`config.mk`:
```
export PLATFORM = sky130hd
export DESIGN_NAME = enc_out_top
export DESIGN_NICKNAME = d
export VERILOG_FILES = /design/src/logic/enc_out_pkg.sv /design/src/logic/line_xfer_if.sv /design/src/logic/line_buffer.sv /design/src/logic/ahb_burst_writer.sv /design/src/logic/enc_out_top.sv
export VERILOG_INCLUDE_DIRS = /design/src /design/src/logic
export SDC_FILE = /design/constraint.sdc
export NUM_CORES = 1
export LEC_CHECK = 0
export BUFFER_PORTS_ARGS = -buffer_cell sky130_fd_sc_hd__buf_2
export CAP_MARGIN = 10
export CORE_ASPECT_RATIO = 2
export CORE_UTILIZATION = 60
export DETAILED_ROUTE_END_ITERATION = 8
export PLACE_DENSITY = 0.78
export SLEW_MARGIN = 20
export SYNTH_ARGS = -nofsm -noshare
export SYNTH_HDL_FRONTEND = slang
export SYNTH_SLANG_ARGS = --single-unit
export TNS_END_PERCENT = 20
```
`constraint.sdc`:
```
create_clock -name HCLK -period 6.4 [get_ports HCLK]
set_input_delay 0.96 -clock HCLK [delete_from_list [all_inputs] [get_ports HCLK]]
set_output_delay 0.96 -clock HCLK [all_outputs]
set_load 0.1 [all_outputs]
```
`src/logic/enc_out_macros.svh`:
```
`ifndef ENC_OUT_MACROS_SVH
`define ENC_OUT_MACROS_SVH

// line geometry, fixed by INCR16 on a 32-bit bus
`define ENC_WORD_W          32
`define ENC_BLOCK_W         128
`define ENC_BLOCKS_PER_LINE 4
`define ENC_BEATS           16
// also the destination alignment unit
`define ENC_LINE_BYTES      64

// AHB-Lite encodings
`define ENC_HTRANS_IDLE     2'b00
`define ENC_HTRANS_NONSEQ   2'b10
`define ENC_HTRANS_SEQ      2'b11
`define ENC_HSIZE_WORD      3'b010
`define ENC_HBURST_INCR16   3'b111

`endif

```
`src/logic/enc_out_pkg.sv`:
```
`include "enc_out_macros.svh"

package enc_out_pkg;

  // byte address on the AHB side
  typedef logic [31:0] addr_t;
  // one bus word
  typedef logic [`ENC_WORD_W-1:0] word_t;
  // one cipher output block
  typedef logic [`ENC_BLOCK_W-1:0] block_t;
  // beat number inside a 16-beat burst
  typedef logic [$clog2(`ENC_BEATS)-1:0] beat_idx_t;
  // block number inside a line
  typedef logic [$clog2(`ENC_BLOCKS_PER_LINE)-1:0] blk_idx_t;

  // writer address-phase FSM
  // LAST_DATA = addresses done, beat 15 data still on the bus
  typedef enum logic [1:0] {
    IDLE,
    BURST,
    LAST_DATA
  } wr_state_e;

  // life of one line slot
  typedef enum logic [1:0] {
    EMPTY,
    FILLING,
    FULL
  } slot_state_e;

endpackage

```
`src/logic/line_xfer_if.sv`:
```
interface line_xfer_if;

  // line offer, buffer to writer
  logic                   line_valid;
  enc_out_pkg::addr_t     line_addr;
  // writer takes the line and starts its burst
  logic                   line_ready;
  // word fetch by beat number
  enc_out_pkg::beat_idx_t beat_idx;
  enc_out_pkg::word_t     beat_data;
  // pulse when beat 15 data has been accepted
  logic                   line_done;

  modport buffer (
    output line_valid, line_addr, beat_data,
    input  line_ready, beat_idx, line_done
  );

  modport master (
    input  line_valid, line_addr, beat_data,
    output line_ready, beat_idx, line_done
  );

endinterface

```
`src/logic/line_buffer.sv`:
```
`include "enc_out_macros.svh"

module line_buffer (
  input  logic                HCLK,
  input  logic                HRESETn,
  input  enc_out_pkg::addr_t  destination,
  input  logic                dest_updated,
  input  enc_out_pkg::block_t text_data,
  input  logic                text_valid,
  output logic                text_ready,
  line_xfer_if.buffer         lx
);

  // two ping-pong line slots
  enc_out_pkg::block_t      slot_blk [2][`ENC_BLOCKS_PER_LINE];
  enc_out_pkg::addr_t       slot_base [2];
  enc_out_pkg::slot_state_e slot_st [2];
  enc_out_pkg::blk_idx_t    slot_fill [2];
  // line already handed to the writer, waiting for line_done
  logic                     slot_sent [2];

  enc_out_pkg::addr_t    dest_q;
  // tail, next line to offer, oldest line to free
  logic                  fill_sel;
  logic                  offer_sel;
  logic                  free_sel;
  // slot whose burst is on the bus
  logic                  burst_sel;
  logic                  text_fire;
  logic                  line_fire;
  logic                  blk_last;
  enc_out_pkg::blk_idx_t beat_blk;

  // stall only when the tail slot still holds an unsent or unfinished line
  assign text_ready = (slot_st[fill_sel] != enc_out_pkg::FULL);
  assign text_fire  = text_valid && text_ready;
  assign blk_last   = (slot_fill[fill_sel] == `ENC_BLOCKS_PER_LINE - 1);

  assign lx.line_valid = (slot_st[offer_sel] == enc_out_pkg::FULL) && !slot_sent[offer_sel];
  assign lx.line_addr  = slot_base[offer_sel];
  assign line_fire     = lx.line_valid && lx.line_ready;

  // offer pointer moves on each handshake, so the burst slot is the other one
  assign burst_sel = ~offer_sel;
  // beat 4k+j -> word j of block k
  assign beat_blk  = lx.beat_idx[3:2];
  assign lx.beat_data =
    slot_blk[burst_sel][beat_blk][lx.beat_idx[1:0] * `ENC_WORD_W +: `ENC_WORD_W];

  // software destination register
  always_ff @(posedge HCLK or negedge HRESETn)
  begin
    if (!HRESETn)
    begin
      dest_q <= '0;
    end
    else if (dest_updated)
    begin
      dest_q <= destination;
    end
  end

  // block storage and line base
  always_ff @(posedge HCLK)
  begin
    if (text_fire)
    begin
      slot_blk[fill_sel][slot_fill[fill_sel]] <= text_data;
      // base latched with block 0, a same-edge update wins
      if (slot_fill[fill_sel] == '0)
      begin
        slot_base[fill_sel] <= dest_updated ? destination : dest_q;
      end
    end
  end

  // slot bookkeeping
  always_ff @(posedge HCLK or negedge HRESETn)
  begin
    if (!HRESETn)
    begin
      fill_sel  <= 1'b0;
      offer_sel <= 1'b0;
      free_sel  <= 1'b0;
      for (int s = 0; s < 2; s++)
      begin
        slot_st[s]   <= enc_out_pkg::EMPTY;
        slot_fill[s] <= '0;
        slot_sent[s] <= 1'b0;
      end
    end
    else
    begin
      if (text_fire)
      begin
        // pointer wraps to 0 after block 3
        slot_fill[fill_sel] <= slot_fill[fill_sel] + 1'b1;
        slot_st[fill_sel]   <= blk_last ? enc_out_pkg::FULL : enc_out_pkg::FILLING;
        if (blk_last)
        begin
          fill_sel <= ~fill_sel;
        end
      end
      if (line_fire)
      begin
        slot_sent[offer_sel] <= 1'b1;
        offer_sel            <= ~offer_sel;
      end
      // never the tail slot, that one is not FULL while filling
      if (lx.line_done)
      begin
        slot_st[free_sel]   <= enc_out_pkg::EMPTY;
        slot_sent[free_sel] <= 1'b0;
        free_sel            <= ~free_sel;
      end
    end
  end

  // INCR16 must not cross 1 KB, so every line starts on a 64-byte boundary
  a_line_aligned: assert property (@(posedge HCLK) disable iff (!HRESETn)
    lx.line_valid |-> ((lx.line_addr & (`ENC_LINE_BYTES - 1)) == 0));

  // producer holds the block while stalled
  a_text_stable: assert property (@(posedge HCLK) disable iff (!HRESETn)
    (text_valid && !text_ready) |=> (!text_valid || $stable(text_data)));

  // writer only completes lines it was given
  a_done_full: assert property (@(posedge HCLK) disable iff (!HRESETn)
    lx.line_done |-> (slot_st[free_sel] == enc_out_pkg::FULL) && slot_sent[free_sel]);

endmodule

```
`src/logic/ahb_burst_writer.sv`:
```
`include "enc_out_macros.svh"

module ahb_burst_writer (
  input  logic               HCLK,
  input  logic               HRESETn,
  line_xfer_if.master        lx,
  input  logic               HREADY,
  input  logic               HRESP,
  output enc_out_pkg::addr_t HADDR,
  output logic               HWRITE,
  output logic [2:0]         HSIZE,
  output logic [2:0]         HBURST,
  output logic [1:0]         HTRANS,
  output enc_out_pkg::word_t HWDATA,
  output logic               bus_error
);

  enc_out_pkg::wr_state_e state;
  // beat on the address bus
  enc_out_pkg::beat_idx_t addr_beat;
  // beat whose data is on HWDATA
  enc_out_pkg::beat_idx_t data_beat;
  logic                   data_busy;

  logic addr_active;
  logic addr_acc;
  logic data_acc;
  logic addr_last;
  logic line_fire;

  assign addr_active = (HTRANS != `ENC_HTRANS_IDLE);
  assign addr_acc    = addr_active && HREADY;
  assign data_acc    = data_busy && HREADY;
  assign addr_last   = (addr_beat == `ENC_BEATS - 1);

  // write-only master, single burst type
  assign HWRITE = 1'b1;
  assign HSIZE  = `ENC_HSIZE_WORD;
  assign HBURST = `ENC_HBURST_INCR16;

  // take a new line when idle, or as the last address goes out
  always_comb
  begin
    case (state)
      enc_out_pkg::IDLE:      lx.line_ready = 1'b1;
      enc_out_pkg::BURST:     lx.line_ready = addr_last && HREADY;
      enc_out_pkg::LAST_DATA: lx.line_ready = HREADY;
      default:                lx.line_ready = 1'b0;
    endcase
  end

  assign line_fire    = lx.line_valid && lx.line_ready;
  assign lx.beat_idx  = addr_beat;
  // 16th accepted data phase ends the line
  assign lx.line_done = data_acc && (data_beat == `ENC_BEATS - 1);

  // address phase
  always_ff @(posedge HCLK or negedge HRESETn)
  begin
    if (!HRESETn)
    begin
      state     <= enc_out_pkg::IDLE;
      HTRANS    <= `ENC_HTRANS_IDLE;
      HADDR     <= '0;
      addr_beat <= '0;
    end
    else if (line_fire)
    begin
      // NONSEQ overlaps the previous line's beat 15 data
      state     <= enc_out_pkg::BURST;
      HTRANS    <= `ENC_HTRANS_NONSEQ;
      HADDR     <= lx.line_addr;
      addr_beat <= '0;
    end
    else
    begin
      case (state)
        enc_out_pkg::BURST:
        begin
          // wait states freeze the address phase
          if (HREADY)
          begin
            if (addr_last)
            begin
              state  <= enc_out_pkg::LAST_DATA;
              HTRANS <= `ENC_HTRANS_IDLE;
            end
            else
            begin
              HADDR     <= HADDR + (`ENC_WORD_W / 8);
              HTRANS    <= `ENC_HTRANS_SEQ;
              addr_beat <= addr_beat + 1'b1;
            end
          end
        end
        enc_out_pkg::LAST_DATA:
        begin
          if (data_acc)
          begin
            state <= enc_out_pkg::IDLE;
          end
        end
        default:
        begin
          state <= enc_out_pkg::IDLE;
        end
      endcase
    end
  end

  // data phase, one beat behind the address
  always_ff @(posedge HCLK or negedge HRESETn)
  begin
    if (!HRESETn)
    begin
      data_busy <= 1'b0;
      data_beat <= '0;
      HWDATA    <= '0;
    end
    else if (addr_acc)
    begin
      data_busy <= 1'b1;
      data_beat <= addr_beat;
      HWDATA    <= lx.beat_data;
    end
    else if (data_acc)
    begin
      data_busy <= 1'b0;
    end
  end

  // sticky error, burst still runs to the end
  always_ff @(posedge HCLK or negedge HRESETn)
  begin
    if (!HRESETn)
    begin
      bus_error <= 1'b0;
    end
    else if (data_busy && HRESP)
    begin
      bus_error <= 1'b1;
    end
  end

  // no IDLE before beat 15, whatever HREADY does
  a_no_idle_mid_burst: assert property (@(posedge HCLK) disable iff (!HRESETn)
    (addr_active && !addr_last) |=> addr_active);

  // address phase held across wait states
  a_addr_hold: assert property (@(posedge HCLK) disable iff (!HRESETn)
    (addr_active && !HREADY) |=> ($stable(HADDR) && $stable(HTRANS)));

endmodule

```
`src/logic/enc_out_top.sv`:
```
module enc_out_top (
  input  logic                HCLK,
  input  logic                HRESETn,
  // cipher side
  input  enc_out_pkg::addr_t  destination,
  input  logic                dest_updated,
  input  enc_out_pkg::block_t text_data,
  input  logic                text_valid,
  output logic                text_ready,
  output logic                bus_error,
  // AHB-Lite master
  input  logic                HREADY,
  input  logic                HRESP,
  // write-only, read data ignored
  input  enc_out_pkg::word_t  HRDATA,
  output enc_out_pkg::addr_t  HADDR,
  output logic                HWRITE,
  output logic [2:0]          HSIZE,
  output logic [2:0]          HBURST,
  output logic [1:0]          HTRANS,
  output enc_out_pkg::word_t  HWDATA
);

  line_xfer_if lx0 ();

  // blocks in, lines out
  line_buffer buf0 (
    .HCLK         (HCLK),
    .HRESETn      (HRESETn),
    .destination  (destination),
    .dest_updated (dest_updated),
    .text_data    (text_data),
    .text_valid   (text_valid),
    .text_ready   (text_ready),
    .lx           (lx0.buffer)
  );

  // one INCR16 write per line
  ahb_burst_writer wr0 (
    .HCLK      (HCLK),
    .HRESETn   (HRESETn),
    .lx        (lx0.master),
    .HREADY    (HREADY),
    .HRESP     (HRESP),
    .HADDR     (HADDR),
    .HWRITE    (HWRITE),
    .HSIZE     (HSIZE),
    .HBURST    (HBURST),
    .HTRANS    (HTRANS),
    .HWDATA    (HWDATA),
    .bus_error (bus_error)
  );

endmodule

```
==> results by group <==
Timing
  – Slew HR: about 25%
  – Post-route setup slack: between 3 and 4 ns
  – Fmax: roughly 300 MHz
  – Worst-margin pin slew: around 1.1 ns
  – Final hold viol count: 0
  – Max-slew violation count: 0
  – Setup total negative slack: 0 ns
  – Crit path time final: between 3 and 4 ns
  – RSZ-0062 raised after global routing: no
  – Worst Skew: about 0.024 ns
  – Fin crit share: between 50% and 60%
  – Hold WS: 0.381 ns
  – Endpoints failing setup: 0

Global route
  – Vias in the first global route: roughly 24000
  – Largest net degree at the start of global routing: between 100 and 150
  – Global-route wire length before repair: ~150000 µm
  – Antenna violations before repair: 25
  – Grt total ovfl: 0
  – GRT Total Usage: 26.9%

Routing
  – WL/cell: ~28 µm
  – Post-route ant nets: 0
  – Post-DR vias/cell: ~6.5
  – Routed WL: roughly 100000 µm
  – Vias: 23400
  – Drt first pass iters: 6
  – Initial DRC count: 2213
  – DRC viols: 0

Setup path
  – Kind of critical path: reg -> reg
  – Max Fanout on Critical Path: 37
  – CP required: 6.99 ns
  – R2R Setup Slk: a little over 3 ns
  – Startpoint types: flip-flop
  – Crit path max-delay cell type: dfrtp_4
  – CP peak stage delay: about 0.94 ns
  – Worst setup EP type: flip-flop
  – Arr. time, crit path: 3.92 ns
  – Crit path cell chain: nor4bb_4, buf_4, nor2_1, o21ai_2, o21ai_0, a21oi_1
  – Reg2reg start: buf0.offer_sel
  – End of the worst register-to-register path: wr0.HADDR[4]
  – Reg2Reg Depth: 6
  – Worst Setup SP: buf0.offer_sel
  – Setup crit end: wr0.HADDR[4]

Logic synthesis
  – Post-synth ARST share: between 10 and 15%
  – Number of synthesized register bits: around 1200
  – Ys flop type: edfxtp_1
  – Ys Warns: 0
  – Top cells by count, synth: edfxtp_1, mux4_2, dfrtp_1
  – Ranking of synthesized cells by area: edfxtp_1, mux4_2, dfrtp_1
  – Most common cell in the netlist: edfxtp_1
  – Avg Inst Size Synth: roughly 21 µm²
  – Synth cell types: 66
  – Post-synth top area share: about 70%
  – Seq/Total Area, Yosys: between 70% and 80%
  – Number of synthesized flops with an enable pin: between 1000 and 1500
  – Synth area leader: edfxtp_1
  – Mapped Area: approximately 46000 µm²
  – Post-synthesis cell count: about 2300

Die
  – Die area: about 80000 µm²
  – Starting Density: between 60% and 70%
  – Core area: approximately 77000 µm²
  – Die H: around 400 µm
  – DIE WIDTH: about 200 µm
  – Io pins: roughly 270
  – Cell Rows: between 100 and 150

Placed design
  – Dpl cells: between 3000 and 4000
  – Worst slack at placement: 3.05 ns
  – Hpwl dp: between 50000 and 60000 µm
  – IO buf count: roughly 230
  – RD Place Congestion: just over 0.8

Power and ir drop
  – Reg power frac: between 40% and 50%
  – Clock network fraction of total power: between 20% and 30%
  – Max IR drop VDD: between 0.4 and 0.5 mV
  – Switching Share: between 30% and 40%
  – Pleak: between 15 and 20 nW
  – P_int: 16.4 mW
  – Comb power frac: slightly above 30%
  – Power Density: ~480 nW/µm²
  – Switch Pwr: 8.40 mW

Clock tree
  – CTS root buf: clkbuf_16
  – Clk slew on worst S/H paths: roughly 0.080 ns
  – Post-CTS Setup Bufs: 0
  – TritonCTS Buffers: 98
  – Worst-Skew Late Latency: 0.69 ns
  – CTS tree: done
  – Max Root-Sink Buffers: 3
  – Hold-fix buffers, CTS: 0
  – Post-CTS Resized: 0
  – H-tree depth: 3
  – CTS sink cnt: approximately 1200

Layout
  – P&R area growth vs syn: 11.8%
  – Fin cells: 3612
  – Layout cells sized above 1: slightly below 30%
  – Reg area: between 30000 and 40000 µm²
  – # fillers: around 4800
  – Nets: between 2000 and 3000
  – Footprint of the multi-input gates: 10000 µm²

Job
  – Max-cap violations: 0

Run status
  – Status: completed

Min path
  – Worst Hold Class: in -> async
worst min-delay path by stage:
stage,endpoint,slack [ns],cells after the start
5_1_grt,wr0.HWDATA[14],0.44,1
4_1_cts,wr0.HWDATA[14],0.40,1
2_1_floorplan,wr0.data_beat[0],0.45,2
3_5_place_dp,wr0.bus_error,0.46,1
6_report,wr0.HWDATA[14],0.38,1
3_3_place_gp,wr0.bus_error,0.44,1
power by group through the flow:
stage               registers, mW  logic [mW]  clock network (mW)
detailed placement           11.1        7.66                   0
finish                       11.0        7.65                6.17
global route                 11.1        8.06                6.51
CTS                          11.0        7.72                6.24
floorplan                    12.4        4.39                   0
global placement             11.0        7.52                   0
metal layers:
metal,up-vias,part of all wire (%),GRT usage [%]
li1,9801,-,-
met1,12200,35,33.7
met2,1125,52,46.0
met3,249,8.5,5.96
met4,38,3.4,9.88
met5,-,0.24,0
metrics by stage:
step	instance area, µm²	power, mW	util (%)
CTS	51900	24.9	67.7
global route	51900	25.7	67.7
global placement	48600	18.5	63.4
detailed placement	48600	18.8	63.4
floorplan	46500	16.8	-
finish	52000	24.8	67.7
cells in the final DEF (no fill, tap or decap), types with 28 or more instances in the layout:
cell	count
o22ai_1	61
buf_2	232
mux2i_1	32
edfxtp_1	1088
mux4_2	256
a22o_1	28
o21ai_0	43
nand2_1	66
a21oi_1	60
nor2_1	76
nor3_1	34
clkbuf_16	99
mux2_2	37
dfrtp_1	119
layout make-up:
class                           instances  share of cell area (%)
Inverter                               10                  0.0819
Timing Repair Buffer                  267                    2.99
Sequential cell                      1211                    68.8
Multi-Input combinational cell        909                    19.3
Clock inverter                         55                    1.13
Clock buffer                          126                    5.19
Antenna cell                           12                  0.0578
Tap cell                             1022                    2.46
flip-flops by register name, indices dropped and copies added (netlist names), 32 cells and up:
signal,cells
buf0.slot_blk,1024
buf0.dest_q,32
wr0.HWDATA,32
wr0.HADDR,32
buf0.slot_base,64
worst max-delay path: cells and delay by family, from the launching register on:
kind / cells / cell delay (ns)
compound gates: 3 / 1.38
flops: 1 / 0.94
simple gates: 2 / 0.45
buf+inv: 1 / 0.43
kinds of logic (layout without fill, tap and decap cells):
group / after synthesis / count (layout) / share of synthesized area [%]
adders and majority gates: 6 / 6 / 0.162
xor gates and xnor gates: 4 / 4 / 0.0754
and+or+nand+nor: 266 / 266 / 2.82
buffers and inverters: 138 / 458 / 1.70
muxes: 325 / 325 / 14.0
DFF: 1211 / 1211 / 76.9
other: 2 / 19 / 0.0162
AOI/OAI and AO/OA: 301 / 301 / 4.29
(Power assumes the default switching activity.)
